## config.mk

```make
export PLATFORM = sky130hd
export DESIGN_NAME = sample_buffer
export DESIGN_NICKNAME = d
export VERILOG_FILES = /design/src/sample_buffer_pkg.sv /design/src/bank_memory.sv /design/src/capture_fsm.sv /design/src/readout_sequencer.sv /design/src/sample_buffer.sv /design/src/sample_counter.sv
export SDC_FILE = /design/constraint.sdc
export NUM_CORES = 2
export LEC_CHECK = 0
export BUFFER_PORTS_ARGS = -buffer_cell sky130_fd_sc_hd__clkbuf_2
export CAP_MARGIN = 20
export CORE_ASPECT_RATIO = 1.4
export CORE_MARGIN = 1.5
export CORE_UTILIZATION = 62
export CTS_CLUSTER_SIZE = 10
export DETAILED_ROUTE_END_ITERATION = 8
export GPL_ROUTABILITY_DRIVEN = 0
export HOLD_SLACK_MARGIN = 0.1
export MAX_ROUTING_LAYER = met4
export PLACE_DENSITY = 0.8
export SYNTH_ARGS = -nofsm -noshare
export SYNTH_HDL_FRONTEND = slang
export SYNTH_SLANG_ARGS = --single-unit
```

## constraint.sdc

```tcl
create_clock -name ps_clk -period 5.4 [get_ports ps_clk]
set_clock_uncertainty 0.15 [all_clocks]
set_input_delay 1.35 -clock ps_clk [delete_from_list [all_inputs] [get_ports ps_clk]]
set_output_delay 1.35 -clock ps_clk [all_outputs]
set_load 0.02 [all_outputs]
```

## src/sample_buffer_pkg.sv

```systemverilog
`default_nettype none

package sample_buffer_pkg;

  // capture and readout states, shared by the fsm and the datapath blocks
  typedef enum logic [2:0] {
    IDLE    = 3'd0,
    // waiting for the hardware start trigger
    ARMED   = 3'd1,
    // samples are written while the strobe is high
    CAPTURE = 3'd2,
    // data and depths held until a readout starts
    HOLD    = 3'd3,
    // stored words are played back one per cycle
    READOUT = 3'd4
  } buffer_state_e;

  // banking mode field
  // 0 means one bank per channel, 1 means channel 0 chains through all banks
  localparam int MODE_W = 1;

  // defaults picked up by the top level
  localparam int DEFAULT_CHANNELS = 2;
  localparam int DEFAULT_DATA_WIDTH = 16;
  // words per bank
  localparam int DEFAULT_BUFFER_DEPTH = 64;
  // register stages between read address and read data
  localparam int DEFAULT_READ_LATENCY = 3;

endpackage

`default_nettype wire

```

## src/bank_memory.sv

```systemverilog
`default_nettype none

module bank_memory #(
  parameter int CHANNELS = 2,
  parameter int DATA_WIDTH = 16,
  parameter int BUFFER_DEPTH = 64,
  parameter int READ_LATENCY = 3,
  localparam int AW = $clog2(BUFFER_DEPTH),
  localparam int BANK_W = (CHANNELS > 1) ? $clog2(CHANNELS) : 1
) (
  input  wire                                  ps_clk,
  input  wire [CHANNELS*DATA_WIDTH-1:0]        adc_data_i,
  input  wire [sample_buffer_pkg::MODE_W-1:0]  banking_mode_i,
  input  wire [CHANNELS-1:0]                   write_en_i,
  input  wire [CHANNELS*AW-1:0]                write_addr_i,
  input  wire [BANK_W-1:0]                     read_bank_i,
  input  wire [AW-1:0]                         read_addr_i,
  output logic [DATA_WIDTH-1:0]                read_data_o
);

  logic [DATA_WIDTH-1:0] wr_data [CHANNELS];
  logic [DATA_WIDTH-1:0] mem [CHANNELS][BUFFER_DEPTH];
  // read pipeline, stage 0 is the ram output register
  logic [DATA_WIDTH-1:0] rd_pipe [READ_LATENCY];

  // steer samples into banks
  always_comb begin
    for (int b = 0; b < CHANNELS; b++) begin
      if (banking_mode_i == '0) begin
        wr_data[b] = adc_data_i[b*DATA_WIDTH +: DATA_WIDTH];
      end else begin
        // chained mode, channel 0 feeds every bank
        wr_data[b] = adc_data_i[0 +: DATA_WIDTH];
      end
    end
  end

  // one write port per bank, all may fire in the same cycle
  always_ff @(posedge ps_clk) begin
    for (int b = 0; b < CHANNELS; b++) begin
      if (write_en_i[b]) begin
        mem[b][write_addr_i[b*AW +: AW]] <= wr_data[b];
      end
    end
  end

  // the read chain always runs
  // the sequencer tags which outputs are real words
  always_ff @(posedge ps_clk) begin
    rd_pipe[0] <= mem[read_bank_i][read_addr_i];
    for (int i = 1; i < READ_LATENCY; i++) begin
      rd_pipe[i] <= rd_pipe[i-1];
    end
  end

  assign read_data_o = rd_pipe[READ_LATENCY-1];

endmodule

`default_nettype wire

```

## src/capture_fsm.sv

```systemverilog
`default_nettype none

module capture_fsm (
  input  wire                                      ps_clk,
  input  wire                                      rst_n_i,
  input  wire                                      capture_arm_i,
  input  wire [sample_buffer_pkg::MODE_W-1:0]      banking_mode_i,
  input  wire                                      capture_hw_start_i,
  input  wire                                      capture_hw_stop_i,
  input  wire                                      capture_sw_reset_i,
  input  wire                                      readout_sw_reset_i,
  input  wire                                      readout_start_i,
  input  wire                                      banks_full_i,
  input  wire                                      readout_done_i,
  output sample_buffer_pkg::buffer_state_e         state_o,
  output logic [sample_buffer_pkg::MODE_W-1:0]     banking_mode_o,
  output logic                                     depth_report_o
);

  sample_buffer_pkg::buffer_state_e state_d;

  // next state and the depth report marker
  // depth_report_o is high in the last capture cycle, so the depth word
  // registered on that edge shows up in the first hold cycle
  always_comb begin
    state_d = state_o;
    depth_report_o = 1'b0;
    case (state_o)
      sample_buffer_pkg::IDLE: begin
        if (capture_arm_i) begin
          state_d = sample_buffer_pkg::ARMED;
        end
      end
      sample_buffer_pkg::ARMED: begin
        // capture reset beats the start trigger
        if (capture_sw_reset_i) begin
          state_d = sample_buffer_pkg::IDLE;
        end else if (capture_hw_start_i) begin
          state_d = sample_buffer_pkg::CAPTURE;
        end
      end
      sample_buffer_pkg::CAPTURE: begin
        // an aborted capture never reports a depth
        if (capture_sw_reset_i) begin
          state_d = sample_buffer_pkg::IDLE;
        end else if (capture_hw_stop_i || banks_full_i) begin
          state_d = sample_buffer_pkg::HOLD;
          depth_report_o = 1'b1;
        end
      end
      sample_buffer_pkg::HOLD: begin
        if (capture_sw_reset_i) begin
          state_d = sample_buffer_pkg::IDLE;
        end else if (readout_start_i) begin
          state_d = sample_buffer_pkg::READOUT;
        end
      end
      sample_buffer_pkg::READOUT: begin
        // readout reset keeps the data, so go back to hold
        // capture reset has no effect here
        if (readout_sw_reset_i) begin
          state_d = sample_buffer_pkg::HOLD;
        end else if (readout_done_i) begin
          state_d = sample_buffer_pkg::IDLE;
        end
      end
      default: begin
        state_d = sample_buffer_pkg::IDLE;
      end
    endcase
  end

  always_ff @(posedge ps_clk) begin
    if (!rst_n_i) begin
      state_o <= sample_buffer_pkg::IDLE;
      banking_mode_o <= '0;
    end else begin
      state_o <= state_d;
      // mode is only taken when the arm pulse is accepted
      if ((state_o == sample_buffer_pkg::IDLE) && capture_arm_i) begin
        banking_mode_o <= banking_mode_i;
      end
    end
  end

endmodule

`default_nettype wire

```

## src/readout_sequencer.sv

```systemverilog
`default_nettype none

module readout_sequencer #(
  parameter int CHANNELS = 2,
  parameter int BUFFER_DEPTH = 64,
  parameter int READ_LATENCY = 3,
  localparam int AW = $clog2(BUFFER_DEPTH),
  localparam int DW = AW + 1,
  localparam int BANK_W = (CHANNELS > 1) ? $clog2(CHANNELS) : 1
) (
  input  wire                               ps_clk,
  input  wire                               rst_n_i,
  input  sample_buffer_pkg::buffer_state_e  state_i,
  input  wire [CHANNELS*DW-1:0]             write_depth_i,
  output logic [BANK_W-1:0]                 read_bank_o,
  output logic [AW-1:0]                     read_addr_o,
  output logic                              readout_valid_o,
  output logic                              readout_last_o,
  output logic                              readout_done_o
);

  // extra bit so the bank pointer can step past the last bank
  logic [BANK_W:0] bank_q;
  logic [AW-1:0] addr_q;
  logic [DW-1:0] cur_depth;
  logic found;
  logic more_after;
  logic bank_end;
  logic issue;
  logic issue_last;
  logic in_readout;
  // valid and last tags, matched to the memory read chain
  logic [READ_LATENCY-1:0] valid_sr;
  logic [READ_LATENCY-1:0] last_sr;

  assign in_readout = (state_i == sample_buffer_pkg::READOUT);

  // pick the first non-empty bank at or after the pointer
  // scan from the top so the lowest match wins
  always_comb begin
    found = 1'b0;
    more_after = 1'b0;
    read_bank_o = '0;
    cur_depth = '0;
    for (int b = CHANNELS - 1; b >= 0; b--) begin
      if ((b >= bank_q) && (write_depth_i[b*DW +: DW] != '0)) begin
        // a higher non-empty bank was already seen
        more_after = found;
        found = 1'b1;
        read_bank_o = BANK_W'(b);
        cur_depth = write_depth_i[b*DW +: DW];
      end
    end
  end

  assign read_addr_o = addr_q;
  assign bank_end = (DW'(addr_q) == (cur_depth - DW'(1)));
  assign issue = in_readout && found;
  assign issue_last = bank_end && !more_after;

  always_ff @(posedge ps_clk) begin
    if (!rst_n_i) begin
      bank_q <= '0;
      addr_q <= '0;
      valid_sr <= '0;
      last_sr <= '0;
    end else if (!in_readout) begin
      // a readout reset or completion drops the pointers and all tags
      bank_q <= '0;
      addr_q <= '0;
      valid_sr <= '0;
      last_sr <= '0;
    end else begin
      valid_sr <= (valid_sr << 1) | READ_LATENCY'(issue);
      last_sr <= (last_sr << 1) | READ_LATENCY'(issue && issue_last);
      if (issue) begin
        if (bank_end) begin
          addr_q <= '0;
          bank_q <= {1'b0, read_bank_o} + 1'b1;
        end else begin
          addr_q <= addr_q + 1'b1;
        end
      end
    end
  end

  // state gating kills in-flight tags in the cycle after a readout reset
  assign readout_valid_o = valid_sr[READ_LATENCY-1] && in_readout;
  assign readout_last_o = last_sr[READ_LATENCY-1] && in_readout;

  // finished on the last word, or at once when nothing was stored
  assign readout_done_o = readout_last_o || (in_readout && !found && (valid_sr == '0));

endmodule

`default_nettype wire

```

## src/sample_buffer.sv

```systemverilog
`default_nettype none

module sample_buffer #(
  parameter int CHANNELS = sample_buffer_pkg::DEFAULT_CHANNELS,
  parameter int DATA_WIDTH = sample_buffer_pkg::DEFAULT_DATA_WIDTH,
  parameter int BUFFER_DEPTH = sample_buffer_pkg::DEFAULT_BUFFER_DEPTH,
  parameter int READ_LATENCY = sample_buffer_pkg::DEFAULT_READ_LATENCY,
  localparam int AW = $clog2(BUFFER_DEPTH),
  localparam int DW = AW + 1,
  localparam int BANK_W = (CHANNELS > 1) ? $clog2(CHANNELS) : 1
) (
  input  wire                                  ps_clk,
  input  wire                                  rst_n_i,
  input  wire [CHANNELS*DATA_WIDTH-1:0]        adc_data_i,
  input  wire                                  adc_valid_i,
  input  wire                                  capture_arm_i,
  input  wire [sample_buffer_pkg::MODE_W-1:0]  banking_mode_i,
  input  wire                                  capture_hw_start_i,
  input  wire                                  capture_hw_stop_i,
  input  wire                                  capture_sw_reset_i,
  input  wire                                  readout_sw_reset_i,
  input  wire                                  readout_start_i,
  output wire                                  capture_full_o,
  output wire [CHANNELS*DW-1:0]                write_depth_o,
  output wire                                  write_depth_valid_o,
  output wire [DATA_WIDTH-1:0]                 readout_data_o,
  output wire                                  readout_valid_o,
  output wire                                  readout_last_o
);

  sample_buffer_pkg::buffer_state_e state;
  logic [sample_buffer_pkg::MODE_W-1:0] banking_mode;
  logic depth_report;
  logic banks_full;
  logic readout_done;
  logic [CHANNELS-1:0] write_en;
  logic [CHANNELS*AW-1:0] write_addr;
  logic [BANK_W-1:0] read_bank;
  logic [AW-1:0] read_addr;

  capture_fsm fsm0 (
    .ps_clk             (ps_clk),
    .rst_n_i            (rst_n_i),
    .capture_arm_i      (capture_arm_i),
    .banking_mode_i     (banking_mode_i),
    .capture_hw_start_i (capture_hw_start_i),
    .capture_hw_stop_i  (capture_hw_stop_i),
    .capture_sw_reset_i (capture_sw_reset_i),
    .readout_sw_reset_i (readout_sw_reset_i),
    .readout_start_i    (readout_start_i),
    .banks_full_i       (banks_full),
    .readout_done_i     (readout_done),
    .state_o            (state),
    .banking_mode_o     (banking_mode),
    .depth_report_o     (depth_report)
  );

  sample_counter #(
    .CHANNELS     (CHANNELS),
    .BUFFER_DEPTH (BUFFER_DEPTH)
  ) counter0 (
    .ps_clk              (ps_clk),
    .rst_n_i             (rst_n_i),
    .state_i             (state),
    .banking_mode_i      (banking_mode),
    .adc_valid_i         (adc_valid_i),
    .depth_report_i      (depth_report),
    .write_en_o          (write_en),
    .write_addr_o        (write_addr),
    .banks_full_o        (banks_full),
    .capture_full_o      (capture_full_o),
    .write_depth_o       (write_depth_o),
    .write_depth_valid_o (write_depth_valid_o)
  );

  bank_memory #(
    .CHANNELS     (CHANNELS),
    .DATA_WIDTH   (DATA_WIDTH),
    .BUFFER_DEPTH (BUFFER_DEPTH),
    .READ_LATENCY (READ_LATENCY)
  ) mem0 (
    .ps_clk         (ps_clk),
    .adc_data_i     (adc_data_i),
    .banking_mode_i (banking_mode),
    .write_en_i     (write_en),
    .write_addr_i   (write_addr),
    .read_bank_i    (read_bank),
    .read_addr_i    (read_addr),
    .read_data_o    (readout_data_o)
  );

  // reads its bank depths from the registered depth word
  readout_sequencer #(
    .CHANNELS     (CHANNELS),
    .BUFFER_DEPTH (BUFFER_DEPTH),
    .READ_LATENCY (READ_LATENCY)
  ) seq0 (
    .ps_clk          (ps_clk),
    .rst_n_i         (rst_n_i),
    .state_i         (state),
    .write_depth_i   (write_depth_o),
    .read_bank_o     (read_bank),
    .read_addr_o     (read_addr),
    .readout_valid_o (readout_valid_o),
    .readout_last_o  (readout_last_o),
    .readout_done_o  (readout_done)
  );

endmodule

`default_nettype wire

```

## src/sample_counter.sv

```systemverilog
`default_nettype none

module sample_counter #(
  parameter int CHANNELS = 2,
  parameter int BUFFER_DEPTH = 64,
  localparam int AW = $clog2(BUFFER_DEPTH),
  localparam int DW = AW + 1
) (
  input  wire                                     ps_clk,
  input  wire                                     rst_n_i,
  input  sample_buffer_pkg::buffer_state_e        state_i,
  input  wire [sample_buffer_pkg::MODE_W-1:0]     banking_mode_i,
  input  wire                                     adc_valid_i,
  input  wire                                     depth_report_i,
  output logic [CHANNELS-1:0]                     write_en_o,
  output logic [CHANNELS*AW-1:0]                  write_addr_o,
  output logic                                    banks_full_o,
  output logic                                    capture_full_o,
  output logic [CHANNELS*DW-1:0]                  write_depth_o,
  output logic                                    write_depth_valid_o
);

  localparam logic [DW-1:0] FULL_CNT = DW'(BUFFER_DEPTH);

  // one count per bank, doubles as the write address
  logic [DW-1:0] cnt_q [CHANNELS];
  logic [DW-1:0] cnt_next [CHANNELS];
  logic capture_wr;

  assign capture_wr = (state_i == sample_buffer_pkg::CAPTURE) && adc_valid_i;

  always_comb begin
    logic lower_full;
    lower_full = 1'b1;
    banks_full_o = 1'b1;
    for (int b = 0; b < CHANNELS; b++) begin
      if (banking_mode_i == '0) begin
        // every channel writes its own bank in lockstep
        write_en_o[b] = capture_wr && (cnt_q[b] != FULL_CNT);
      end else begin
        // chained: a bank takes samples once all lower banks are full
        write_en_o[b] = capture_wr && (cnt_q[b] != FULL_CNT) && lower_full;
      end
      lower_full = lower_full && (cnt_q[b] == FULL_CNT);
      cnt_next[b] = cnt_q[b] + DW'(write_en_o[b]);
      write_addr_o[b*AW +: AW] = cnt_q[b][AW-1:0];
      // both modes use every bank, so full means all banks at depth
      // looks at the next count so it rises with the last write
      banks_full_o = banks_full_o && (cnt_next[b] == FULL_CNT);
    end
  end

  // counts are frozen in hold and readout, so the flag stays up there
  assign capture_full_o = banks_full_o &&
                          ((state_i == sample_buffer_pkg::HOLD) ||
                           (state_i == sample_buffer_pkg::READOUT));

  always_ff @(posedge ps_clk) begin
    if (!rst_n_i) begin
      for (int b = 0; b < CHANNELS; b++) begin
        cnt_q[b] <= '0;
      end
      write_depth_o <= '0;
      write_depth_valid_o <= 1'b0;
    end else begin
      for (int b = 0; b < CHANNELS; b++) begin
        // idle covers the capture reset, armed covers a fresh arm
        if ((state_i == sample_buffer_pkg::IDLE) || (state_i == sample_buffer_pkg::ARMED)) begin
          cnt_q[b] <= '0;
        end else begin
          cnt_q[b] <= cnt_next[b];
        end
      end
      write_depth_valid_o <= depth_report_i;
      if (depth_report_i) begin
        // include a write that lands in the stop cycle
        for (int b = 0; b < CHANNELS; b++) begin
          write_depth_o[b*DW +: DW] <= cnt_next[b];
        end
      end else if (state_i == sample_buffer_pkg::IDLE) begin
        write_depth_o <= '0;
      end
    end
  end

endmodule

`default_nettype wire
```

==> flow_metrics.py <==
metrics = {
    "status": {
        "outcome": "finished with violations",
        "violations": "setup timing",
    },
    "die": {
        "die_w_microns": 313.3,
        "die-area_sq_mm": 0.1370,
        "initial_utilization_pct": 62.42,
        "die_y_microns": 437.4,
        "core_sq_mm": 0.1339,
        "num_io_pins": 76,
        "fp-row-count": 159,
    },
    "global_route": {
        "grt_pass1_wl_microns": 370400,
        "antenna_found_initial": 23,
        "grt_usage_pct": 39.30,
        "grt_start_max_net_pins": 92,
        "gr-total-overflow": 0,
        "grt_pass1_vias": 55150,
    },
    "yosys": {
        "yosys-top-cells-area": "edfxtp_1 74%, nand2_1 5.8%, mux2i_1 3.8%",
        "yosys.area.top_type": "edfxtp_1",
        "synth-main-ff-cell": "edfxtp_1",
        "syn_inst": 5786,
        "ys_seq_area_share_pct": 76.04,
        "yosysWarnings": 0,
        "synth-seq-cells": 2143,
        "synth_top_area_share_pct": 74.09,
        "syn_area_per_cell_sq_um": 14.44,
        "synth_cell_types": 67,
        "synth_edf_count": 2062,
        "async_flop_share_pct": 0,
        "synth.cell_area_sq_mm": 0.08357,
    },
    "finish": {
        "layout_commonest_cell": "edfxtp_1",
        "layout-drive-gt1-share_pct": 12.20,
        "area_growth_pct": 12.50,
        "final_cells": 7989,
        "fill_cells": 7883,
        "nets": 6117,
        "final_cell_mix": "2062 x edfxtp_1, 1293 x nand2_1, 428 x nand3_1",
    },
    "pwr": {
        "power_frac_seq_pct": 53.7,
        "ir_worst_vdd_uv": 361.6,
        "power_switching_mw": 7.623,
        "p_int_mw": 26.72,
        "power.share.switching_pct": 22.20,
        "power.share.combinational_pct": 5.5,
        "clockPowerShare_pct": 40.9,
        "power.density_mw_per_mm2": 365.3,
        "p_leak_nw": 30.56,
    },
    "cts": {
        "cts-root-buf": "clkbuf_16",
        "hold_buffers": 0,
        "cts_sinks": 2143,
        "numCtsBuffers": 232,
        "cts_tree": "built",
        "cts_buffer_depth": 3,
        "clk_pin_slew_ps": 70,
        "clk_latency_ps": 870,
        "cts.htree.levels": 4,
    },
    "placed_design": {
        "hpwl_microns": 147900,
        "place_inst": 7575,
        "pre_cts_ws_ps": 50.76,
        "port_buffers": 75,
    },
    "critical_path": {
        "worstSetupPathType": "register to primary output",
        "slowest_delay_ps": 420,
        "crit_chain": "or3_4, nand4b_1, a211oi_2, ha_2, buf_4, nand3_1, o21ai_0, o211ai_1, nor4_2, buf_4, nor2b_4, buf_8",
        "start_kind": "register",
        "critical_path.endpoint_type": "primary output",
        "cp.arrival_ps": 4060,
        "crit_path_frequent_cell": "buf_4",
        "required_ps": 3900,
        "critPathSlowestCell": "edfxtp_1",
        "path_max_fanout": 3,
    },
    "timing": {
        "slew_viol_final": 0,
        "final.period_utilization_pct": 103.0,
        "max_freq_ghz": 0.1798,
        "setup_slack_ps": -160.6,
        "max-slew-margin-rel_pct": 13.47,
        "worst_slew_pin_slew_ps": 1294,
        "final-setup-viol-count": 1,
        "hold_viol": 0,
        "min_period_ps": 5561,
        "rsz0062_at_grt": "true",
    },
    "routing": {
        "post_drt_wl_per_cell_microns": 32.70,
        "drtAntennaViolNets": 0,
        "drtPass1Iterations": 9,
        "drc": 0,
        "wirelength_microns": 261200,
        "drt-vias-per-instance": 6.942,
        "vias": 55460,
        "drtIter0Drc": 9120,
    },
    "run": {
        "cap_violations": 0,
    },
    "worst_hold_path": {
        "hold_class": "register to register",
    },
}
power by group through the flow:
stage	Clock, mW	Combinational (mW)	Sequential [mW]
after floorplan	0	0.994	18.7
after global placement	0	1.69	18.8
after detailed placement	0	1.75	18.8
after CTS	14.0	1.79	18.4
after global routing	14.6	1.92	18.4
final	14.0	1.88	18.4
what timing repair did:
| action | 4_1_cts | 5_1_grt |
|---|---|---|
| setup endpoints to repair | 1 | 1 |
| resized for setup | 14 | 6 |
| pin swaps | 8 | 7 |
| setup buffers | 22 | 4 |
path summary, 6_finish.rpt:
path,startpoint,end,slack [ps],depth (start not counted)
worst min register to register,mem0.rd_pipe[0][31]$_DFF_P_,mem0.rd_pipe[0][47]$_DFF_P_,160,0
worst max-delay path,counter0.cnt_q[0][2]$_SDFFCE_PN0P_,capture_full_o,-160,12
worst min-delay path,mem0.rd_pipe[0][31]$_DFF_P_,mem0.rd_pipe[0][47]$_DFF_P_,160,0
worst max register to register,counter0.cnt_q[0][2]$_SDFFCE_PN0P_,mem0.mem[1][623]$_DFFE_PP_,320,22
metal layers:
metal  track usage [%]  part of all wire [%]
met1             44.66                    30
met4             31.30                   9.6
met5                 -                     0
met2             57.59                    45
met3             12.45                    15
area by class of cell:
type | instances | area, sq um | share of cell area (%)
multi-input combinational | 3273 | 18420 | 19.59
sequential | 2143 | 63550 | 67.60
antenna | 23 | 57.56 | 0.06122
timing repair buffer | 405 | 3201 | 3.404
clock buffer | 343 | 6222 | 6.618
tap | 1771 | 2216 | 2.357
clock inverter | 17 | 300.3 | 0.3194
inverter | 14 | 52.55 | 0.05590
kinds of logic (layout without fill, tap and decap cells):
| logic type | after synthesis | after routing | share of synthesized area [%] |
|---|---|---|---|
| AND/OR/NAND/NOR | 2183 | 2183 | 11.26 |
| XOR/XNOR | 18 | 18 | 0.1886 |
| other | 1 | 37 | 0.004487 |
| buffers and inverters | 383 | 779 | 2.258 |
| AO/OA/AOI/OAI | 677 | 677 | 5.062 |
| adder cells (fa/ha/maj) | 6 | 6 | 0.08983 |
| flip-flops | 2143 | 2143 | 76.04 |
| multiplexers | 375 | 375 | 5.101 |
flip-flops by register name, summed over array words and instances, names as in the netlist:
| register | flops |
|---|---|
| counter0.write_depth_o | 14 |
| mem0.mem | 2048 |
| seq0.valid_sr | 3 |
| counter0.cnt_q | 14 |
| counter0.write_depth_valid_o | 1 |
| fsm0.banking_mode_o | 1 |
| fsm0.state_o | 3 |
| seq0.last_sr | 3 |
| seq0.read_addr_o | 6 |
| mem0.rd_pipe | 48 |
| seq0.bank_q | 2 |
cells in the mapped netlist, types with 6 or more instances:
library cell / count
a211oi_1: 25
a21oi_1: 232
a22oi_1: 64
a31oi_1: 133
a32oi_1: 27
and2_1: 9
and3_1: 17
buf_1: 28
buf_2: 80
buf_4: 41
buf_6: 20
clkbuf_1: 196
dfxtp_1: 81
edfxtp_1: 2062
ha_1: 6
inv_1: 13
mux2_2: 17
mux2i_1: 319
mux4_2: 39
nand2_1: 1294
nand3_1: 428
nand3b_1: 7
nand4_1: 65
nor2_1: 189
nor2b_1: 12
nor3_1: 44
nor4_1: 76
o2111ai_1: 13
o21ai_0: 44
o22ai_1: 100
or3_1: 8
or4_1: 11
xnor2_1: 12
xor2_1: 6
critical path, delay by kind of cell (launching register included):
| kind | cells | cell delay [ps] |
|---|---|---|
| adder cells (fa/ha/maj) | 1 | 280 |
| AO/OA/AOI/OAI | 3 | 830 |
| buffers and inverters | 3 | 430 |
| flip-flops | 1 | 420 |
| AND/OR/NAND/NOR | 5 | 1230 |
per-stage QoR:
stage | hold slack (ps) | area (sq um) | TNS (ps) | power (mW) | util (%)
6_report | 160.2 | 94010 | -160.6 | 34.34 | 70.22
3_5_place_dp | 162.1 | 87070 | 0 | 20.51 | 65.04
5_1_grt | 178.7 | 93990 | -219.0 | 34.98 | 70.20
2_1_floorplan | 159.6 | 83620 | 0 | 19.73 | -
3_3_place_gp | 160.1 | 87050 | 0 | 20.45 | 65.02
4_1_cts | 164.4 | 93850 | -45.33 | 34.21 | 70.10
No activity file was read; power rests on OpenSTA's default activity.
